===== config.mk =====
export PLATFORM = sky130hd
export DESIGN_NAME = objram_apb_flat
export DESIGN_NICKNAME = d
export VERILOG_FILES = /design/src/common/objram_pkg.sv /design/src/common/objram_if.sv /design/src/rtl/objram_apb.sv /design/src/flat_wrapper.sv
export VERILOG_INCLUDE_DIRS = /design/src /design/src/common
export SDC_FILE = /design/constraint.sdc
export NUM_CORES = 1
export LEC_CHECK = 0
export BUFFER_PORTS_ARGS = -buffer_cell sky130_fd_sc_hd__buf_2
export CORE_UTILIZATION = 23
export DETAILED_ROUTE_END_ITERATION = 10
export GPL_TIMING_DRIVEN = 0
export PLACE_DENSITY = 0.88
export SYNTH_ARGS = -nofsm -noshare
export SYNTH_HDL_FRONTEND = slang
export SYNTH_SLANG_ARGS = --single-unit

===== constraint.sdc =====
create_clock -name clk_cpu -period 1 [get_ports clk_cpu]
set_input_delay 0.1 -clock clk_cpu [delete_from_list [all_inputs] [get_ports clk_cpu]]
set_output_delay 0.1 -clock clk_cpu [all_outputs]
set_load 0.01 [all_outputs]

===== src/common/objram_params.svh =====
/*
  Object table geometry and CPU register map
  Table addresses sit below the control register, one bank per 2 KB half
*/
`ifndef OBJRAM_PARAMS_SVH
`define OBJRAM_PARAMS_SVH

`default_nettype none

// Entries per bank, one object each
`define OBJ_ENTRIES 256

// Entry index width, matches OBJ_ENTRIES
`define OBJ_IDX_W 8

// Byte address of the bank control register
`define OBJ_CTRL_ADDR 13'h1000

// Attr bit flagging the end of the object list
`define OBJ_END_BIT 15

`default_nettype wire

`endif


===== src/common/objram_pkg.sv =====
/*
  Shared types for the object attribute memory
  Word select order inside an entry is X, Y, code, attr
*/
`include "objram_params.svh"
`default_nettype none

package objram_pkg;

    // One 16-bit table word
    typedef logic [15:0] obj_word_t;

    // Entry index inside one bank
    typedef logic [`OBJ_IDX_W-1:0] obj_idx_t;

    // Word within an entry
    // 0 X, 1 Y, 2 code, 3 attr
    typedef logic [1:0] obj_sel_t;

    // APB byte address
    typedef logic [12:0] apb_addr_t;

    // Display scanner FSM
    typedef enum logic [2:0] {
        IDLE    = 3'd0,
        FETCH   = 3'd1,
        WAIT_RD = 3'd2,
        OFFER   = 3'd3,
        DONE    = 3'd4
    } scan_state_t;

endpackage

`default_nettype wire


===== src/common/objram_if.sv =====
/*
  CPU side and display side buses of the object banks
  Read data on both buses is valid one cycle after the request
*/
`timescale 1ns/1ps
`default_nettype none

// CPU port, APB decoder to banks
interface obj_wr_if;
    logic                  bank;
    objram_pkg::obj_idx_t  idx;
    objram_pkg::obj_sel_t  sel;
    logic [1:0]            be;
    objram_pkg::obj_word_t wdata;
    logic                  we;
    logic                  re;
    objram_pkg::obj_word_t rdata;

    modport master (output bank, idx, sel, be, wdata, we, re, input rdata);
    modport slave  (input bank, idx, sel, be, wdata, we, re, output rdata);
endinterface


`default_nettype wire


===== src/rtl/objram_apb.sv =====
/*
  APB slave for the object table and its bank control register
  Every transfer has exactly one wait state, no other back-pressure
  Unmapped addresses answer with pslverr, read data 0, no side effect
*/
`include "objram_params.svh"
`timescale 1ns/1ps
`default_nettype none

module objram_apb (
    input  logic                  clk_cpu,
    input  logic                  rst_n,
    input  logic                  psel,
    input  logic                  penable,
    input  logic                  pwrite,
    input  objram_pkg::apb_addr_t paddr,
    input  objram_pkg::obj_word_t pwdata,
    input  logic [1:0]            pstrb,
    output objram_pkg::obj_word_t prdata,
    output logic                  pready,
    output logic                  pslverr,
    output logic                  obank,
    obj_wr_if.master              wr
);

    // First access cycle, the one with pready still low
    logic acc1;
    // Address decode
    logic tbl_hit;
    logic ctrl_hit;
    logic bad_addr;
    // Read source for the completing cycle
    logic rd_tbl_q;
    logic rd_ctrl_q;

    assign acc1     = psel & penable & ~pready;
    // Lower 4 KB is the table, both banks
    assign tbl_hit  = ~paddr[12];
    assign ctrl_hit = (paddr == `OBJ_CTRL_ADDR);
    assign bad_addr = ~tbl_hit & ~ctrl_hit;

    // Bank XOR keeps the CPU bank at the low half
    assign wr.bank  = paddr[11] ^ obank;
    assign wr.idx   = paddr[10:3];
    assign wr.sel   = paddr[2:1];
    // Strobes are active high, same as byte enables
    assign wr.be    = pstrb;
    assign wr.wdata = pwdata;
    // Write lands at the end of the first access cycle
    assign wr.we    = acc1 & pwrite & tbl_hit;
    // Read data comes back in the second access cycle
    assign wr.re    = acc1 & ~pwrite & tbl_hit;

    always_ff @(posedge clk_cpu) begin
        if (!rst_n) begin
            pready    <= 1'b0;
            pslverr   <= 1'b0;
            rd_tbl_q  <= 1'b0;
            rd_ctrl_q <= 1'b0;
            obank     <= 1'b0;
        end else begin
            // Single wait state, pready lasts one cycle
            pready    <= acc1;
            pslverr   <= acc1 & bad_addr;
            rd_tbl_q  <= acc1 & ~pwrite & tbl_hit;
            rd_ctrl_q <= acc1 & ~pwrite & ctrl_hit;
            // Bank bit lives in the low byte lane
            if (acc1 && pwrite && ctrl_hit && pstrb[0]) begin
                obank <= pwdata[0];
            end
        end
    end

    // Read mux, zero for writes and for error reads
    always_comb begin
        if (rd_tbl_q) begin
            prdata = wr.rdata;
        end else if (rd_ctrl_q) begin
            prdata = {15'd0, obank};
        end else begin
            prdata = '0;
        end
    end

endmodule

`default_nettype wire


===== src/flat_wrapper.sv =====
// flat-port wrapper written by rule: the top's interface ports become plain ports
module objram_apb_flat 
  (clk_cpu, rst_n, psel, penable, pwrite, paddr, pwdata, pstrb, prdata, pready, pslverr, obank, wr_bank, wr_idx, wr_sel, wr_be, wr_wdata, wr_we, wr_re, wr_rdata);
  obj_wr_if wr_i ();
  input  logic clk_cpu;
  input  logic rst_n;
  input  logic psel;
  input  logic penable;
  input  logic pwrite;
  input  objram_pkg::apb_addr_t paddr;
  input  objram_pkg::obj_word_t pwdata;
  input  logic [1:0] pstrb;
  output objram_pkg::obj_word_t prdata;
  output logic pready;
  output logic pslverr;
  output logic obank;
  output wire logic [$bits(wr_i.bank)-1:0] wr_bank;
  output wire logic [$bits(wr_i.idx)-1:0] wr_idx;
  output wire logic [$bits(wr_i.sel)-1:0] wr_sel;
  output wire logic [$bits(wr_i.be)-1:0] wr_be;
  output wire logic [$bits(wr_i.wdata)-1:0] wr_wdata;
  output wire logic [$bits(wr_i.we)-1:0] wr_we;
  output wire logic [$bits(wr_i.re)-1:0] wr_re;
  input wire logic [$bits(wr_i.rdata)-1:0] wr_rdata;
  assign wr_bank = wr_i.bank;
  assign wr_idx = wr_i.idx;
  assign wr_sel = wr_i.sel;
  assign wr_be = wr_i.be;
  assign wr_wdata = wr_i.wdata;
  assign wr_we = wr_i.we;
  assign wr_re = wr_i.re;
  assign wr_i.rdata = wr_rdata;
  objram_apb u_core (.clk_cpu(clk_cpu), .rst_n(rst_n), .psel(psel), .penable(penable), .pwrite(pwrite), .paddr(paddr), .pwdata(pwdata), .pstrb(pstrb), .prdata(prdata), .pready(pready), .pslverr(pslverr), .obank(obank), .wr(wr_i));
endmodule

==> summary.md <==
| Metric | Value |
|---|---|
| Pin count of the biggest net entering global routing | `7` |
| Worst-path clk slew | `0.04 ns` |
| Post-route DRC | `0` |
| Vias | `789` |
| Cell Pwr Density | `620.4 mW/mm^2` |
| Share of layout cells above drive strength 1 | `88.34%` |
| Synth cell types | `19` |
| FP Rows | `17` |
| Synth area leader | `buf_4` |
| Placed cell area | `0.001006 mm^2` |
| Critical Path Start Type | `flop` |
| Global route total overflow | `0` |
| Fillers | `192` |
| Seq/Total Area, Yosys | `18.39%` |
| Syn_area_per_cell | `7.666 um^2` |
| Number of buffers created by CTS | `3` |
| Die Y | `50.65 um` |
| First-pass GRT wire length | `2635 um` |
| Core area | `0.002212 mm^2` |
| Total wire length | `2089 um` |
| DR iter-0 viols | `3` |
| Skew final | `0.001034 ns` |
| Max Cap Viol | `0` |
| Slew Viols, Final | `0` |
| Final setup viols | `17` |
| Remaining antenna violation count | `0` |
| Root Buffer Master | `clkbuf_4` |
| CTS tree | `built` |
| Clock latency on the worst-skew pair | `0.24 ns` |
| Area of the mapped netlist | `544.3 um^2` |
| Post-synthesis net count | `123` |
| Design area | `0.001217 mm^2` |
| Starting Density | `24.60%` |
| Sequential cell area | `106.4 um^2` |
| Worst endpoint data arrival time | `1.07 ns` |
| Commonest cells after routing, fill and taps aside | `73 x buf_2, 29 x buf_4, 13 x buf_6` |
| Initial antenna violation count | `0` |
| WL/cell | `10.94 um` |
| Lkg Pwr | `0.0007214 uW` |
| I/O Pins | `102` |
| Worst Setup Path Type | `flop to output port` |
| Cells after Synth | `71` |
| Inst Count DP | `184` |
| Gr usage total | `13.96%` |
| Final Worst Setup Slack | `-0.1727 ns` |
| Period minus WS final | `1.173 ns` |
| Area of the multi-input gates | `286.5 um^2` |
| Vias in the first global route | `626` |
| Fin nets | `216` |
| CTS sink count | `5` |
| Total power draw | `755.3 uW` |
| RSZ-0062 raised after global routing | `true` |
| Die X | `50.65 um` |
| Dpl hpwl | `1492 um` |
| Maximum VDD drop | `0.3024 mV` |
| RePlAce Congestion | `0.6737` |
| Synth Register Bits | `5` |
| CP max FO | `3` |
| Fmax achieved | `852.7 MHz` |
| Commonest non-fill, non-tap cell in the layout | `buf_2` |
| DR pass1 iterations | `4` |
| Final period util | `117.3%` |
| YS warnings | `0` |
| H-tree depth | `1` |
| Die Area | `0.002565 mm^2` |
| Relative slew slack | `86.42%` |
| Top post-synthesis cells by area | `buf_4 39%, dfxtp_1 18%, and2_1 17%, nand2_1 3.4%, nor3_1 2.8%` |
| Final Util | `55.03%` |
| Vias per inst | `4.131` |
| HP Class | `primary input to flop` |
| Synth top area share | `38.62%` |
| Setup TNS | `-1.479 ns` |
| Critical path required time | `0.90 ns` |
| Area delta synth->final | `123.7%` |
| Port Buf Inserts | `85` |
| Hold violation total from the final report | `0` |
| Hold-fix buffers, CTS | `0` |
| Non-filler cells, final | `191` |
| Status | `finished with violations` |
| Deepest clock path buffer count | `2` |
| Crit end category | `output port` |
| Antenna Cells | `0` |
| Failing checks | `negative setup slack` |
| Actual slew at the worst max-slew pin | `0.2032 ns` |
worst paths after layout:
kind                      start               to  slack, ns  cells past startpoint
setup / recovery  u_core.pready            wr_re      -0.17                      3
hold / removal        paddr[12]  u_core.rd_tbl_q       0.08                      2
setup reg to reg  u_core.pready     u_core.obank      -0.14                      5
hold reg to reg    u_core.obank     u_core.obank       0.53                      2
critical path, stage by stage, from the launching register on:
cell and delay [ns]:
dfxtp_2 0.31, and3b_2 0.24, nor3b_2 0.14, buf_2 0.14
logic make-up after synthesis:
| group | after synthesis | synth area share [%] |
|---|---|---|
| AO/OA/AOI/OAI | 3 | 3.678 |
| flip-flops | 5 | 18.39 |
| AND/OR/NAND/NOR | 32 | 36.32 |
| XOR/XNOR | 1 | 1.609 |
| buffers and inverters | 30 | 40.00 |
registers in the layout (all words and copies together), names as in the netlist:
signal	count
u_core.pslverr	1
u_core.rd_tbl_q	1
u_core.rd_ctrl_q	1
u_core.pready	1
u_core.obank	1
through the flow:
stage,hold WS (ns),worst slack (ns)
3_3_place_gp,0.3335,-0.1340
5_1_grt,0.1133,-0.2210
6_report,0.08351,-0.1727
2_1_floorplan,0.1768,-0.003720
4_1_cts,0.08119,-0.1826
3_5_place_dp,0.3361,-0.1545
area by class of cell:
| type | instances | area share (%) |
|---|---|---|
| plain buffers | 29 | 18.50 |
| clock buffers | 4 | 2.158 |
| inverters | 1 | 0.3083 |
| multi-input cells | 36 | 23.54 |
| flip-flops and latches | 5 | 8.736 |
| well taps | 28 | 2.878 |
| repair buffers | 88 | 43.88 |
power by group:
part	total (uW)	switching [uW]	internal [uW]
Sequential	204	2.35	202
Combinational	321	128	192
Clock	231	80.0	151
timing repair:
item,4_1_cts,5_1_grt
pin swaps,3,4
buffers inserted,2,0
resized for setup,22,25
endpoints found under the setup margin,21,20
cloned,1,0
Yosys cell counts:
cell      instances
nor2_1            2
clkbuf_1          1
nor3b_1           1
xor2_1            1
buf_4            28
nor3_1            3
o21ai_0           1
o31ai_1           1
inv_1             1
o211ai_1          1
nand3_1           1
and3_2            1
nor4b_2           1
nor4_2            1
and3b_1           1
dfxtp_1           5
and2_1           15
nand4_1           1
nand2_1           5
per-layer routing:
metal  track usage, %  up-vias  wire (um)
li1                 -      384          -
met3            4.242        4        261
met2            26.00       59       1147
met4            8.333        0         40
met1            13.24      342        639
met5                0        -          0
Note: power is estimated with default switching activity, not from simulation.
