===== src/common/objram_params.svh =====
/*
  Object table geometry and CPU register map
  Table addresses sit below the control register, one bank per 2 KB half
*/
`ifndef OBJRAM_PARAMS_SVH
`define OBJRAM_PARAMS_SVH

`default_nettype none

// Entries per bank, one object each
`define OBJ_ENTRIES 256

// Entry index width, matches OBJ_ENTRIES
`define OBJ_IDX_W 8

// Byte address of the bank control register
`define OBJ_CTRL_ADDR 13'h1000

// Attr bit flagging the end of the object list
`define OBJ_END_BIT 15

`default_nettype wire

`endif


===== src/common/objram_pkg.sv =====
/*
  Shared types for the object attribute memory
  Word select order inside an entry is X, Y, code, attr
*/
`include "objram_params.svh"
`default_nettype none

package objram_pkg;

    // One 16-bit table word
    typedef logic [15:0] obj_word_t;

    // Entry index inside one bank
    typedef logic [`OBJ_IDX_W-1:0] obj_idx_t;

    // Word within an entry
    // 0 X, 1 Y, 2 code, 3 attr
    typedef logic [1:0] obj_sel_t;

    // APB byte address
    typedef logic [12:0] apb_addr_t;

    // Display scanner FSM
    typedef enum logic [2:0] {
        IDLE    = 3'd0,
        FETCH   = 3'd1,
        WAIT_RD = 3'd2,
        OFFER   = 3'd3,
        DONE    = 3'd4
    } scan_state_t;

endpackage

`default_nettype wire


===== src/common/objram_if.sv =====
/*
  CPU side and display side buses of the object banks
  Read data on both buses is valid one cycle after the request
*/
`timescale 1ns/1ps
`default_nettype none


// Display port, scanner to banks
interface obj_rd_if;
    logic                  req;
    objram_pkg::obj_idx_t  idx;
    objram_pkg::obj_word_t x;
    objram_pkg::obj_word_t y;
    objram_pkg::obj_word_t code;
    objram_pkg::obj_word_t attr;

    modport master (output req, idx, input x, y, code, attr);
    modport slave  (input req, idx, output x, y, code, attr);
endinterface

`default_nettype wire


===== src/rtl/obj_scanner.sv =====
/*
  Walks the display bank from entry 0 and offers each object
  Stops before an entry with the end bit set, or after the last entry
  A bank toggle during a scan is not guarded, toggle between scans
*/
`include "objram_params.svh"
`timescale 1ns/1ps
`default_nettype none

module obj_scanner (
    input  logic                  clk_cpu,
    input  logic                  rst_n,
    input  logic                  frame_start,
    input  logic                  obj_ready,
    output logic                  obj_valid,
    output logic                  scan_busy,
    output objram_pkg::obj_word_t obj_x,
    output objram_pkg::obj_word_t obj_y,
    output objram_pkg::obj_word_t obj_code,
    output objram_pkg::obj_word_t obj_attr,
    obj_rd_if.master              rd
);

    objram_pkg::scan_state_t state;
    // Entry being fetched or offered
    objram_pkg::obj_idx_t    idx;
    logic                    last_idx;
    logic                    end_mark;

    assign last_idx = (idx == objram_pkg::obj_idx_t'(`OBJ_ENTRIES - 1));
    // Only meaningful in WAIT_RD, when bank data is fresh
    assign end_mark = rd.attr[`OBJ_END_BIT];

    always_ff @(posedge clk_cpu) begin
        if (!rst_n) begin
            state <= objram_pkg::IDLE;
            idx   <= '0;
        end else begin
            case (state)
                objram_pkg::IDLE: begin
                    // frame_start only counts when idle
                    if (frame_start) begin
                        idx   <= '0;
                        state <= objram_pkg::FETCH;
                    end
                end
                objram_pkg::FETCH: begin
                    state <= objram_pkg::WAIT_RD;
                end
                objram_pkg::WAIT_RD: begin
                    // End entry itself is never offered
                    if (end_mark) begin
                        state <= objram_pkg::DONE;
                    end else begin
                        state <= objram_pkg::OFFER;
                    end
                end
                objram_pkg::OFFER: begin
                    // Hold here under back-pressure, no fetch ahead
                    if (obj_ready) begin
                        if (last_idx) begin
                            state <= objram_pkg::DONE;
                        end else begin
                            idx   <= idx + objram_pkg::obj_idx_t'(1);
                            state <= objram_pkg::FETCH;
                        end
                    end
                end
                objram_pkg::DONE: begin
                    state <= objram_pkg::IDLE;
                end
                default: begin
                    state <= objram_pkg::IDLE;
                end
            endcase
        end
    end

    // Capture the entry once, keeps the offer stable
    always_ff @(posedge clk_cpu) begin
        if (state == objram_pkg::WAIT_RD) begin
            obj_x    <= rd.x;
            obj_y    <= rd.y;
            obj_code <= rd.code;
            obj_attr <= rd.attr;
        end
    end

    // One bank read per entry
    assign rd.req = (state == objram_pkg::FETCH);
    assign rd.idx = idx;

    assign obj_valid = (state == objram_pkg::OFFER);
    assign scan_busy = (state != objram_pkg::IDLE);

endmodule

`default_nettype wire


===== src/flat_wrapper.sv =====
// flat-port wrapper written by rule: the top's interface ports become plain ports
module obj_scanner_flat 
  (clk_cpu, rst_n, frame_start, obj_ready, obj_valid, scan_busy, obj_x, obj_y, obj_code, obj_attr, rd_req, rd_idx, rd_x, rd_y, rd_code, rd_attr);
  obj_rd_if rd_i ();
  input  logic clk_cpu;
  input  logic rst_n;
  input  logic frame_start;
  input  logic obj_ready;
  output logic obj_valid;
  output logic scan_busy;
  output objram_pkg::obj_word_t obj_x;
  output objram_pkg::obj_word_t obj_y;
  output objram_pkg::obj_word_t obj_code;
  output objram_pkg::obj_word_t obj_attr;
  output wire logic [$bits(rd_i.req)-1:0] rd_req;
  output wire logic [$bits(rd_i.idx)-1:0] rd_idx;
  input wire logic [$bits(rd_i.x)-1:0] rd_x;
  input wire logic [$bits(rd_i.y)-1:0] rd_y;
  input wire logic [$bits(rd_i.code)-1:0] rd_code;
  input wire logic [$bits(rd_i.attr)-1:0] rd_attr;
  assign rd_req = rd_i.req;
  assign rd_idx = rd_i.idx;
  assign rd_i.x = rd_x;
  assign rd_i.y = rd_y;
  assign rd_i.code = rd_code;
  assign rd_i.attr = rd_attr;
  obj_scanner u_core (.clk_cpu(clk_cpu), .rst_n(rst_n), .frame_start(frame_start), .obj_ready(obj_ready), .obj_valid(obj_valid), .scan_busy(scan_busy), .obj_x(obj_x), .obj_y(obj_y), .obj_code(obj_code), .obj_attr(obj_attr), .rd(rd_i));
endmodule

===== config.mk =====
export PLATFORM = sky130hd
export DESIGN_NAME = obj_scanner_flat
export DESIGN_NICKNAME = d
export VERILOG_FILES = /design/src/common/objram_pkg.sv /design/src/common/objram_if.sv /design/src/rtl/obj_scanner.sv /design/src/flat_wrapper.sv
export VERILOG_INCLUDE_DIRS = /design/src /design/src/common
export SDC_FILE = /design/constraint.sdc
export NUM_CORES = 1
export LEC_CHECK = 0
export ABC_AREA = 1
export BUFFER_PORTS_ARGS = -buffer_cell sky130_fd_sc_hd__buf_2
export CORE_MARGIN = 10
export CORE_UTILIZATION = 35
export CTS_CLUSTER_DIAMETER = 120
export DETAILED_ROUTE_END_ITERATION = 16
export PLACE_DENSITY = 0.65
export SLEW_MARGIN = 20
export SYNTH_ARGS = -nofsm -noshare
export SYNTH_HDL_FRONTEND = slang
export SYNTH_SLANG_ARGS = --single-unit

===== constraint.sdc =====
create_clock -name clk_cpu -period 2.8 [get_ports clk_cpu]
set_input_delay 0.28 -clock clk_cpu [delete_from_list [all_inputs] [get_ports clk_cpu]]
set_output_delay 0.28 -clock clk_cpu [all_outputs]
set_load 0.02 [all_outputs]

==> qor.tcl, run 1 <==
set qor(vias_per_cell) 4.36
set qor(main_combinational_cell_family_by_area_after_synthesis) {simple AND/OR/NAND/NOR gates}
set qor(worst-r2r-cell-count) 6
set qor(cts_root_buffer) {clkbuf_8}
set qor(postCtsSetupBuffers) 0
set qor(period_needed_ps) 1740
set qor(synth_mux_area_frac) 0
set qor(clock_tree_from_tritoncts) {done}
set qor(worst_setup_path_startpoint) {u_core.state[2]}
set qor(total_of_flip_flops_plus_latches_after_synthesis) 75
set qor(setup_violations) 0
set qor(dp_hpwl_um) 5810
set qor(worst_path_largest_cell_delay_ps) 370
set qor(vias_after_detailed_routing) 1912
set qor(grt_pass1_wl_um) 10600
set qor(crit_path_max_fanout) 44
set qor(first_pass_iters) 4
set qor(grt_pass1_vias) 1885
set qor(worst-setup-path-type) {reg2reg}
set qor(max_cap_viol_count) 0
set qor(finalClockSkew_ps) 6.35
set qor(cp_top_family) {buffers and inverters}
set qor(cts_buffers) 9
set qor(preCtsSetupSlack_ps) 1020
set qor(yosys.cell_count.top_type) {edfxtp_1}
set qor(cts_sinks) 75
set qor(maxClockFrequency_ghz) 0.573
set qor(worst_path_most_repeated_cell) {nand2_1}
set qor(num_rows) 31
set qor(ys_warn_count) 0
set qor(synth_area_per_cell_um2) 14.7
set qor(drt_iter0_markers) 104
set qor(power_per_cell_area_nw_per_um2) 727
set qor(port_buffers) 142
set qor(final_hold_viol_count) 0
set qor(grt_use_total) 0.121
set qor(netlist_top_cells_area) {edfxtp_1 (72%), dfxtp_1 (8.3%), nand2_1 (4.8%)}
set qor(boundary_pins) 143
set qor(holdCritPathClass) {in2reg}
set qor(synth_async_sr_flop_share) 0
set qor(period_share) 0.623
set qor(r2r_endpoint) {u_core.state[2]}
set qor(synth-simple-area-share) 0.142
set qor(detail-route-antenna-nets) 0
set qor(synth_sequential_area_ratio) 0.808
set qor(die_h_um) 107
set qor(compound_gate_fraction_of_synth_area) 0.0179
set qor(syn2layout_area_growth_pct) 39.9
set qor(routedWlPerCell_um) 16.2
set qor(setup.worst_path.start_class) {flip-flop}
set qor(clk_latency_ps) 340
set qor(setup_ws_ps) 1060
set qor(timing.reg2reg.setup_slack_ps) 1060
set qor(synthXorXnorAreaFrac) 0
set qor(relSlewSlack) 0.690
set qor(critical_path.n_buffers_inverters) 2
set qor(clock_path_buffers) 2
set qor(maxSlewViolCount) 0
set qor(worst_ep_required_time_ps) 3060
set qor(route.detailed.drc) 0
set qor(grt_max_degree) 45
set qor(hold-worst-slack_ps) 105
set qor(critical_path.cell_chain) {nor2_1 -> nand2_1 -> inv_2 -> buf_12 -> nand2_1 -> a211oi_1}
set qor(cts_repair_resize_count) 0
set qor(crit_path_end_kind) {flip-flop}
set qor(vdd.ir_drop.worst_mv) 0.237
set qor(synth_cell_types) 21
set qor(fin_tns_setup_ps) 0
set qor(dieWidth_um) 107
set qor(floorplan.initialDensity) 0.364
set qor(synthDominantCellAreaShare) 0.725
set qor(post_synth_most_frequent_cells) {edfxtp_1 (64), nand2_1 (34), inv_1 (17)}
set qor(gp_congestion) 0.856
set qor(power_leakage_nw) 1.60
set qor(synthesis.instances) 180
set qor(outcome) {completed}
set qor(clkTransAtPathRegs_ps) 80
set qor(grt_remaining_overflow) 0
set qor(setup_repair_after_global_routing_missed_its_margin) {no}
set qor(postLayoutCoreUtil) 0.509
set qor(layout.nets) 403
set qor(reg_to_reg_start) {u_core.state[2]}
set qor(htree_num_levels) 3
set qor(syn_nets) 249
set qor(initial_antenna_violation_count) 2
set qor(timing.critical_path.to) {u_core.state[2]}
set qor(synth_top_flop_cell) {edfxtp_1}
set qor(drive_gt1_frac) 0.510
set qor(die_area_um2) 11500
set qor(arrival_ps) 2000
set qor(synthAdderAreaFrac) 0.00472
set qor(finish.cell_count_without_fillers) 439
set qor(core_um2) 7290
set qor(route.final.wire_length_um) 7130
set qor(timing_worst_slew_pin_value_ps) 464
set qor(synth.cell_area_um2) 2650
set qor(dp.cells) 422
set qor(synth_top_area_cell) {edfxtp_1}
set qor(hold_path.startpoint) {rd_attr[6]}
set qor(cp.depth) 6
set qor(cts_hold_buf) 0
set qor(synth_enable_flop_cells) 64
set qor(critical_path.slowest_cell) {dfxtp_1}
## logic make-up after synthesis
group | Yosys count
AOI/OAI and AO/OA | 9
and+or+nand+nor | 76
buffers and inverters | 19
DFF | 75
adders and majority gates | 1
## final cells by class
| cell class | count | area (um^2) |
|---|---|---|
| Inverter | 19 | 73.8 |
| Multi-Input combinational cell | 86 | 435 |
| Tap cell | 99 | 124 |
| Clock inverter | 6 | 73.8 |
| Antenna cell | 1 | 2.50 |
| Timing Repair Buffer | 143 | 731 |
| Clock buffer | 10 | 128 |
| Sequential cell | 75 | 2140 |
| Fill cell | 672 | 3580 |
## cell usage in the layout (no fill, tap or decap), drive strengths merged
| cell | Yosys | layout |
|---|---|---|
| a21oi | 5 | 5 |
| or2 | 1 | 1 |
| buf | 0 | 143 |
| diode | 0 | 1 |
| nand2 | 42 | 42 |
| bufinv | 0 | 1 |
| nand3b | 1 | 1 |
| inv | 19 | 20 |
| nand4 | 1 | 1 |
| o21ai | 3 | 3 |
| dfxtp | 11 | 11 |
| clkinv | 0 | 4 |
| nor3 | 1 | 1 |
| a211oi | 1 | 1 |
| nor2 | 19 | 19 |
| ha | 1 | 1 |
| edfxtp | 64 | 64 |
| nand3 | 11 | 11 |
| clkbuf | 0 | 10 |
## metrics by stage
step                      total power [W]  cell area [um^2]
after floorplan                   0.00171              2650
after global placement            0.00191              3510
after detailed placement          0.00191              3510
after CTS                         0.00274              3710
after global routing              0.00284              3710
final                             0.00270              3710
## layer usage
layer,up-vias,global-route usage,wire [um]
li1,929,-,-
met1,859,0.137,2840
met2,110,0.183,3220
met3,12,0.0784,972
met4,2,0.0348,78
met5,-,0,13
## power breakdown
part	switching [W]	internal [W]	leakage, nW
logic	0.000345	0.000151	0.821
clock network	0.000399	0.000421	0.101
registers	0.0000336	0.00135	0.674
total	0.000777	0.00192	1.60
## how the worst min path moves through the flow
| stage | to | slack [ps] | cells after the start |
|---|---|---|---|
| floorplan | u_core.obj_attr[0] | 380 | 0 |
| global route | u_core.obj_attr[6] | 80 | 1 |
| global placement | u_core.obj_attr[6] | 460 | 1 |
| finish | u_core.obj_attr[6] | 100 | 1 |
| detailed placement | u_core.obj_y[13] | 460 | 1 |
| CTS | u_core.obj_y[13] | 90 | 1 |
## sequential cells by signal, summed over array words and instances, names as in the netlist
name	count
u_core.state	3
u_core.obj_code	16
u_core.obj_x	16
u_core.obj_y	16
u_core.obj_attr	16
u_core.rd.idx	8
Note: power is estimated with default switching activity, not from simulation.
==> run 2: changes to the inputs <==
ABC_AREA = 0   (was 1)
PLACE_DENSITY = 0.66   (was 0.65)
clock period = 1.8 ns   (was 2.8 ns; I/O delays follow)
==> run 2 against run 1 <==
Non-clock buffer count increased by 52. Largest cell class unchanged. Hold slack got worse by 85 ps. Sequential share of layout area decreased by 6.1 points. Synthesized area decreased by 3.5%. Sequential cell count unchanged. Utilization increased by 6.9 points. Clock power increased by 73%. Register-to-register slack got worse by 780 ps. Critical path type is now reg2out. Global-route usage increased by 1.1 points. Cell area increased by 12%. Wire length increased by 9.0%.
==> qor.tcl, run 2 <==
set qor(cts_repair_resize_count) 0 ;# unchanged
set qor(boundary_pins) 143 ;# unchanged
set qor(grt_max_degree) 65 ;# was 45
set qor(max_cap_viol_count) 0 ;# unchanged
set qor(grt_pass1_wl_um) 11500 ;# was 10600 um
set qor(preCtsSetupSlack_ps) 297 ;# was 1020 ps
set qor(vias_after_detailed_routing) 2043 ;# was 1912
set qor(post_place_cell_area_um2) 3430 ;# was 3510 um^2
set qor(layout.nets) 412 ;# was 403
set qor(power_leakage_nw) 1.79 ;# was 1.60 nW
set qor(fill_cells) 566 ;# was 672
set qor(floorplan.initialDensity) 0.356 ;# was 0.364
set qor(synth_top_area_cell) {edfxtp_1} ;# unchanged
set qor(crit_path_max_fanout) 8 ;# was 44
set qor(synth_sequential_area_ratio) 0.838 ;# was 0.808
set qor(synth_area_per_cell_um2) 18.3 ;# was 14.7 um^2
set qor(vdd.ir_drop.worst_mv) 0.445 ;# was 0.237 mV
set qor(drt_iter0_markers) 112 ;# was 104
set qor(crit_path_end_kind) {output port} ;# was flip-flop
set qor(synthesis.instances) 140 ;# was 180
set qor(synth_enable_flop_cells) 64 ;# unchanged
set qor(holdCritPathClass) {in2reg} ;# unchanged
set qor(final_hold_viol_count) 0 ;# unchanged
set qor(mostFrequentLayoutCells) {buf_2 (142), edfxtp_1 (64), dlygate4sd3_1 (49)} ;# was buf_2 (142), edfxtp_1 (64), nand2_1 (34)
set qor(drive_gt1_frac) 0.480 ;# was 0.510
set qor(synth_cell_types) 33 ;# was 21
set qor(htree_num_levels) 3 ;# unchanged
set qor(timing_worst_slew_pin_value_ps) 333 ;# was 464 ps
set qor(setup_repair_after_global_routing_missed_its_margin) {no} ;# unchanged
set qor(hold-worst-slack_ps) 20.3 ;# was 105 ps
set qor(clkTransAtPathRegs_ps) 80 ;# about the same
set qor(synthDominantCellAreaShare) 0.751 ;# was 0.725
set qor(cts_sinks) 75 ;# unchanged
set qor(dieWidth_um) 105 ;# was 107 um
set qor(finish.instance_area_um2) 4150 ;# was 3710 um^2
set qor(syn2layout_area_growth_pct) 62.1 ;# was 39.9%
set qor(yosys.cell_count.top_type) {edfxtp_1} ;# unchanged
set qor(detail-route-antenna-nets) 0 ;# unchanged
set qor(num_rows) 31 ;# unchanged
set qor(die_area_um2) 11100 ;# was 11500 um^2
set qor(port_buffers) 142 ;# unchanged
set qor(clock_path_buffers) 2 ;# unchanged
set qor(syn_nets) 209 ;# was 249
set qor(cts_root_buffer) {clkbuf_8} ;# unchanged
set qor(setup_violations) 0 ;# unchanged
set qor(clk_latency_ps) 340 ;# about the same
set qor(routedWlPerCell_um) 17.4 ;# was 16.2 um
set qor(postCtsSetupBuffers) 0 ;# unchanged
set qor(route.final.wire_length_um) 7770 ;# was 7130 um
set qor(total_of_flip_flops_plus_latches_after_synthesis) 75 ;# unchanged
set qor(netlist_top_cells_area) {edfxtp_1 (75%), dfxtp_1 (8.6%), a211o_1 (1.7%)} ;# was edfxtp_1 (72%), dfxtp_1 (8.3%), nand2_1 (4.8%)
set qor(period_needed_ps) 1610
set qor(cts_hold_buf) 33 ;# was 0
set qor(first_pass_iters) 4 ;# unchanged
set qor(setup.worst_path.start_class) {flip-flop} ;# unchanged
set qor(dp_hpwl_um) 5580 ;# was 5810 um
set qor(synth.cell_area_um2) 2560 ;# was 2650 um^2
set qor(maxSlewViolCount) 0 ;# unchanged
set qor(clock_tree_from_tritoncts) {done} ;# unchanged
set qor(post_synth_most_frequent_cells) {edfxtp_1 (64), dfxtp_1 (11), nand2_1 (6), nand3_1 (6)} ;# was edfxtp_1 (64), nand2_1 (34), inv_1 (17)
set qor(core_um2) 7180 ;# was 7290 um^2
set qor(n_antenna_cell) 0 ;# was 1
set qor(ys_warn_count) 0 ;# unchanged
set qor(route.detailed.drc) 0 ;# unchanged
set qor(relSlewSlack) 0.778 ;# was 0.690
set qor(power_per_cell_area_nw_per_um2) 924 ;# was 727 nW/um^2
set qor(worst_ep_required_time_ps) 1620 ;# was 3060 ps
set qor(grt_pass1_vias) 2027 ;# was 1885
set qor(outcome) {completed} ;# unchanged
set qor(arrival_ps) 1430 ;# was 2000 ps
set qor(setup_ws_ps) 192 ;# was 1060 ps
set qor(die_h_um) 105 ;# was 107 um
set qor(finalClockSkew_ps) 9.21 ;# was 6.35 ps
set qor(maxClockFrequency_ghz) 0.622
set qor(synth_async_sr_flop_share) 0 ;# unchanged
set qor(vias_per_cell) 4.57 ;# was 4.36
set qor(initial_antenna_violation_count) 0 ;# was 2
set qor(final_common_cell) {buf_2} ;# unchanged
set qor(cts_buffers) 9 ;# unchanged
set qor(grt_remaining_overflow) 0 ;# unchanged
set qor(gp_congestion) 0.817 ;# was 0.856
set qor(grt_use_total) 0.132 ;# was 0.121
set qor(worst-setup-path-type) {reg2out} ;# was reg2reg
set qor(period_share) 0.893
set qor(synth_top_flop_cell) {edfxtp_1} ;# unchanged
run 2: cell types whose count changed in the layout (fill, tap and decap cells not counted), sizes merged, moves of 3 or more:
cell,before,now
o211a,0,4
buf,143,146
inv,20,3
dlygate4sd3,0,49
and3,0,3
nor3,1,5
nand2,42,7
nor2,19,3
nand3,11,6
a211o,0,5
run 2: per-layer routing:
metal / share of wire / up-vias / global-route usage
met5: 0 / - / 0
met4: 0.011 / 0 / 0.0324
met3: 0.089 / 9 / 0.0639
met2: 0.48 / 110 / 0.215
met1: 0.42 / 958 / 0.153
li1: - / 966 / -
run 2: cell type report:
cell class	instances	area, um^2	area share
Clock buffer	9	124	0.0299
Sequential cell	75	2140	0.517
Inverter	1	3.75	0.000905
Tap cell	99	124	0.0299
Clock inverter	7	98.8	0.0238
Multi-Input combinational cell	61	409	0.0987
Timing Repair Buffer	195	1240	0.300
run 2: logic make-up (layout without fill, tap and decap cells):
| group | after synthesis | in the layout | share of synthesized area |
|---|---|---|---|
| adders and majority gates | 1 | 1 | 0.00489 |
| AOI/OAI and AO/OA | 23 | 23 | 0.0690 |
| DFF | 75 | 75 | 0.838 |
| and+or+nand+nor | 37 | 37 | 0.0817 |
| buffers and inverters | 4 | 212 | 0.00685 |
run 2: worst paths after layout:
path / cells after the start / slack (ps) / startpoint / endpoint
min: 1 / 20 / rd_attr[1] / u_core.obj_attr[1]
min reg2reg: 1 / 520 / u_core.rd.idx[4] / u_core.rd.idx[4]
max reg2reg: 6 / 280 / u_core.rd.idx[0] / u_core.rd.idx[3]
max: 4 / 190 / u_core.state[0] / obj_valid
run 2: power breakdown:
part / internal, W / total, W / leakage [nW] / switching, W
clock: 0.000790 / 0.00142 / 0.110 / 0.000634
sequential: 0.00197 / 0.00199 / 0.674 / 0.0000209
combinational: 0.000195 / 0.000416 / 1.00 / 0.000221
total: 0.00295 / 0.00383 / 1.79 / 0.000876
run 2: worst max-delay path, cell delays in order (launching register included):
cell	delay, ps
dfxtp_1	400
buf_4	180
nand2_1	80
nor2_1	210
buf_2	220
run 2: metrics by stage:
step	TNS (ps)	total power, W	utilization	instances
after detailed placement	0	0.00236	0.478	382
after global placement	0	0.00235	0.478	382
after floorplan	-41180	0.00220	-	140
after CTS	0	0.00384	0.556	431
after global routing	0	0.00399	0.578	447
final	0	0.00383	0.578	447
==> run 3: changes to the inputs <==
MAX_ROUTING_LAYER = met4   (was unset)
clock period = 1.9 ns   (was 1.8 ns; I/O delays follow)
==> run 3 against run 2 <==
Count of clock-buffer cells in the layout up 1. Via count down 11%. Critical path depth up 1. Register-to-register slack worse by 80 ps. First-iteration DRC count down 8.9%. Clock skew down 3.0 ps. Largest cell class unchanged.
==> qor.tcl, run 3 (synthesized netlist as in run 2, its figures left out) <==
set qor(drive_gt1_frac) 0.540 ;# was 0.480
set qor(grt_remaining_overflow) 0 ;# unchanged
set qor(die_area_um2) 11100 ;# unchanged
set qor(dieWidth_um) 105 ;# unchanged
set qor(drt_iter0_markers) 102 ;# was 112
set qor(grt.met1_usage) 0.147 ;# was 0.153
set qor(grt_use_total) 0.126 ;# was 0.132
set qor(globalRoute.busiestLayer) {met2} ;# unchanged
set qor(reg_to_reg_start) {u_core.rd.idx[0]} ;# unchanged
set qor(htree_num_levels) 3 ;# unchanged
set qor(maxSlewViolCount) 0 ;# unchanged
set qor(grt_max_degree) 65 ;# unchanged
set qor(die_h_um) 105 ;# unchanged
set qor(dp_hpwl_um) 5550 ;# was 5580 um
set qor(layout.nets) 366 ;# was 412
set qor(multiInputGateArea_um2) 409 ;# unchanged
set qor(vias_per_cell) 4.52 ;# was 4.57
set qor(final_common_cell) {buf_2} ;# unchanged
set qor(globalRouteMet2Util) 0.187 ;# was 0.215
set qor(cts_root_buffer) {clkbuf_8} ;# unchanged
set qor(arrival_ps) 1920 ;# was 1430 ps
set qor(worst_ep_required_time_ps) 2130 ;# was 1620 ps
set qor(fin_tns_setup_ps) 0 ;# unchanged
set qor(cts_hold_buf) 1 ;# was 33
set qor(clock_path_buffers) 2 ;# unchanged
set qor(setup.worst_path.start_class) {flip-flop} ;# unchanged
set qor(route.detailed.drc) 0 ;# unchanged
set qor(route.final.wire_length_um) 7050 ;# was 7770 um
set qor(period_share) 0.893
set qor(preCtsSetupSlack_ps) 258 ;# was 297 ps
set qor(grt_met3_usage) 0.0542 ;# was 0.0639
set qor(maxClockFrequency_ghz) 0.590
set qor(seq_area_um2) 2140 ;# unchanged
set qor(crit_path_end_kind) {flip-flop} ;# was output port
set qor(timing_worst_slew_pin_value_ps) 510 ;# was 333 ps
set qor(cts_repair_resize_count) 0 ;# unchanged
set qor(power_per_cell_area_nw_per_um2) 952 ;# was 924 nW/um^2
set qor(vias_after_detailed_routing) 1817 ;# was 2043
set qor(vdd.ir_drop.worst_mv) 0.293 ;# was 0.445 mV
set qor(setup_violations) 0 ;# unchanged
set qor(clk_latency_ps) 340 ;# about the same
set qor(mostFrequentLayoutCells) {buf_2 (142), edfxtp_1 (64), dfxtp_1 (10)} ;# was buf_2 (142), edfxtp_1 (64), dlygate4sd3_1 (49)
set qor(holdCritPathClass) {in2reg} ;# unchanged
set qor(gp_congestion) 0.841 ;# was 0.817
set qor(grt_pass1_wl_um) 10500 ;# was 11500 um
set qor(boundary_pins) 143 ;# unchanged
set qor(relSlewSlack) 0.658 ;# was 0.778
set qor(syn2layout_area_growth_pct) 44.3 ;# was 62.1%
set qor(worst-r2r-cell-count) 5 ;# was 6
set qor(r2r_endpoint) {u_core.rd.idx[3]} ;# unchanged
set qor(cts_sinks) 75 ;# unchanged
set qor(num_rows) 31 ;# unchanged
set qor(power_leakage_nw) 1.58 ;# was 1.79 nW
set qor(fill_cells) 602 ;# was 566
set qor(hold_path_depth) 1 ;# unchanged
set qor(worst-setup-path-type) {reg2reg} ;# was reg2out
set qor(setup_ws_ps) 204 ;# was 192 ps
set qor(core_um2) 7180 ;# unchanged
set qor(final_hold_viol_count) 0 ;# unchanged
set qor(finalClockSkew_ps) 6.18 ;# was 9.21 ps
set qor(period_needed_ps) 1700
set qor(outcome) {completed} ;# unchanged
set qor(cts_buffers) 9 ;# unchanged
set qor(worstHoldEndpoint) {u_core.obj_x[7]} ;# was u_core.obj_attr[1]
set qor(clkTransAtPathRegs_ps) 80 ;# about the same
set qor(detail-route-antenna-nets) 0 ;# unchanged
set qor(port_buffers) 142 ;# unchanged
set qor(timing.reg2reg.setup_slack_ps) 200 ;# was 280 ps
set qor(hold_path.startpoint) {rd_x[7]} ;# was rd_attr[1]
set qor(setup_repair_after_global_routing_missed_its_margin) {no} ;# unchanged
set qor(first_pass_iters) 4 ;# unchanged
set qor(postCtsSetupBuffers) 0 ;# unchanged
set qor(initial_antenna_violation_count) 1 ;# was 0
set qor(crit_path_max_fanout) 8 ;# unchanged
set qor(routedWlPerCell_um) 17.5 ;# was 17.4 um
set qor(grt_pass1_vias) 1845 ;# was 2027
set qor(floorplan.initialDensity) 0.356 ;# unchanged
set qor(max_cap_viol_count) 0 ;# unchanged
set qor(clock_tree_from_tritoncts) {done} ;# unchanged
[run 3: cell count changes in the layout (fill, tap and decap cells not counted), sizes merged]
| cell | delta |
|---|---|
| inv | -1 |
| dlygate4sd3 | -43 |
| buf | -3 |
| clkbuf | +1 |
| clkinv | -1 |
| diode | +1 |
| clkinvlp | +1 |
[run 3: critical path, cell delays in order (launching register included)]
cell	delay [ps]
dfxtp_1	410
ha_1	210
nand4_1	140
nor2_1	450
nor4_1	110
a211o_1	280
[run 3: power by group]
| group | internal, W | leakage (nW) | total [W] | switching, W |
|---|---|---|---|---|
| Clock | 0.000742 | 0.103 | 0.00131 | 0.000570 |
| Combinational | 0.000124 | 0.808 | 0.000311 | 0.000187 |
| Sequential | 0.00187 | 0.674 | 0.00189 | 0.0000237 |
| Total | 0.00273 | 1.58 | 0.00351 | 0.000781 |
[run 3: layout make-up]
class	count	area share
flip-flops and latches	75	0.581
repair buffers	149	0.214
multi-input cells	61	0.111
clock buffers	10	0.0346
well taps	99	0.0336
clock inverters	6	0.0241
inverters	1	0.00102
diodes	1	0.000678
[run 3: through the flow]
stage | cells | hold WS (ps) | util | cell area (um^2) | power, W
after floorplan | 140 | 289 | - | 2580 | 0.00208
after detailed placement | 379 | 368 | 0.475 | 3410 | 0.00223
after global placement | 379 | 367 | 0.475 | 3410 | 0.00223
final | 402 | 23.5 | 0.514 | 3690 | 0.00351
after CTS | 396 | 1.68 | 0.507 | 3640 | 0.00356
after global routing | 402 | 0.630 | 0.514 | 3690 | 0.00366
[run 3: how the worst max path moves through the flow]
stage | startpoint | to | slack [ps] | cells after the start
final | u_core.rd.idx[0] | u_core.rd.idx[3] | 200 | 5
after CTS | u_core.rd.idx[0] | u_core.rd.idx[3] | 240 | 5
after global routing | u_core.state[0] | obj_valid | 70 | 3
after floorplan | u_core.state[0] | u_core.obj_attr[0] | -540 | 2
after global placement | u_core.rd.idx[0] | u_core.rd.idx[3] | 300 | 5
after detailed placement | u_core.rd.idx[0] | u_core.rd.idx[3] | 260 | 5
[run 3: per-layer routing]
layer  vias up  part of all wire  wire (um)
met5         -                 0          0
met3        11             0.097        684
li1        874                 -          -
met1       828              0.43       3000
met2       104              0.46       3270
met4         0             0.013         95
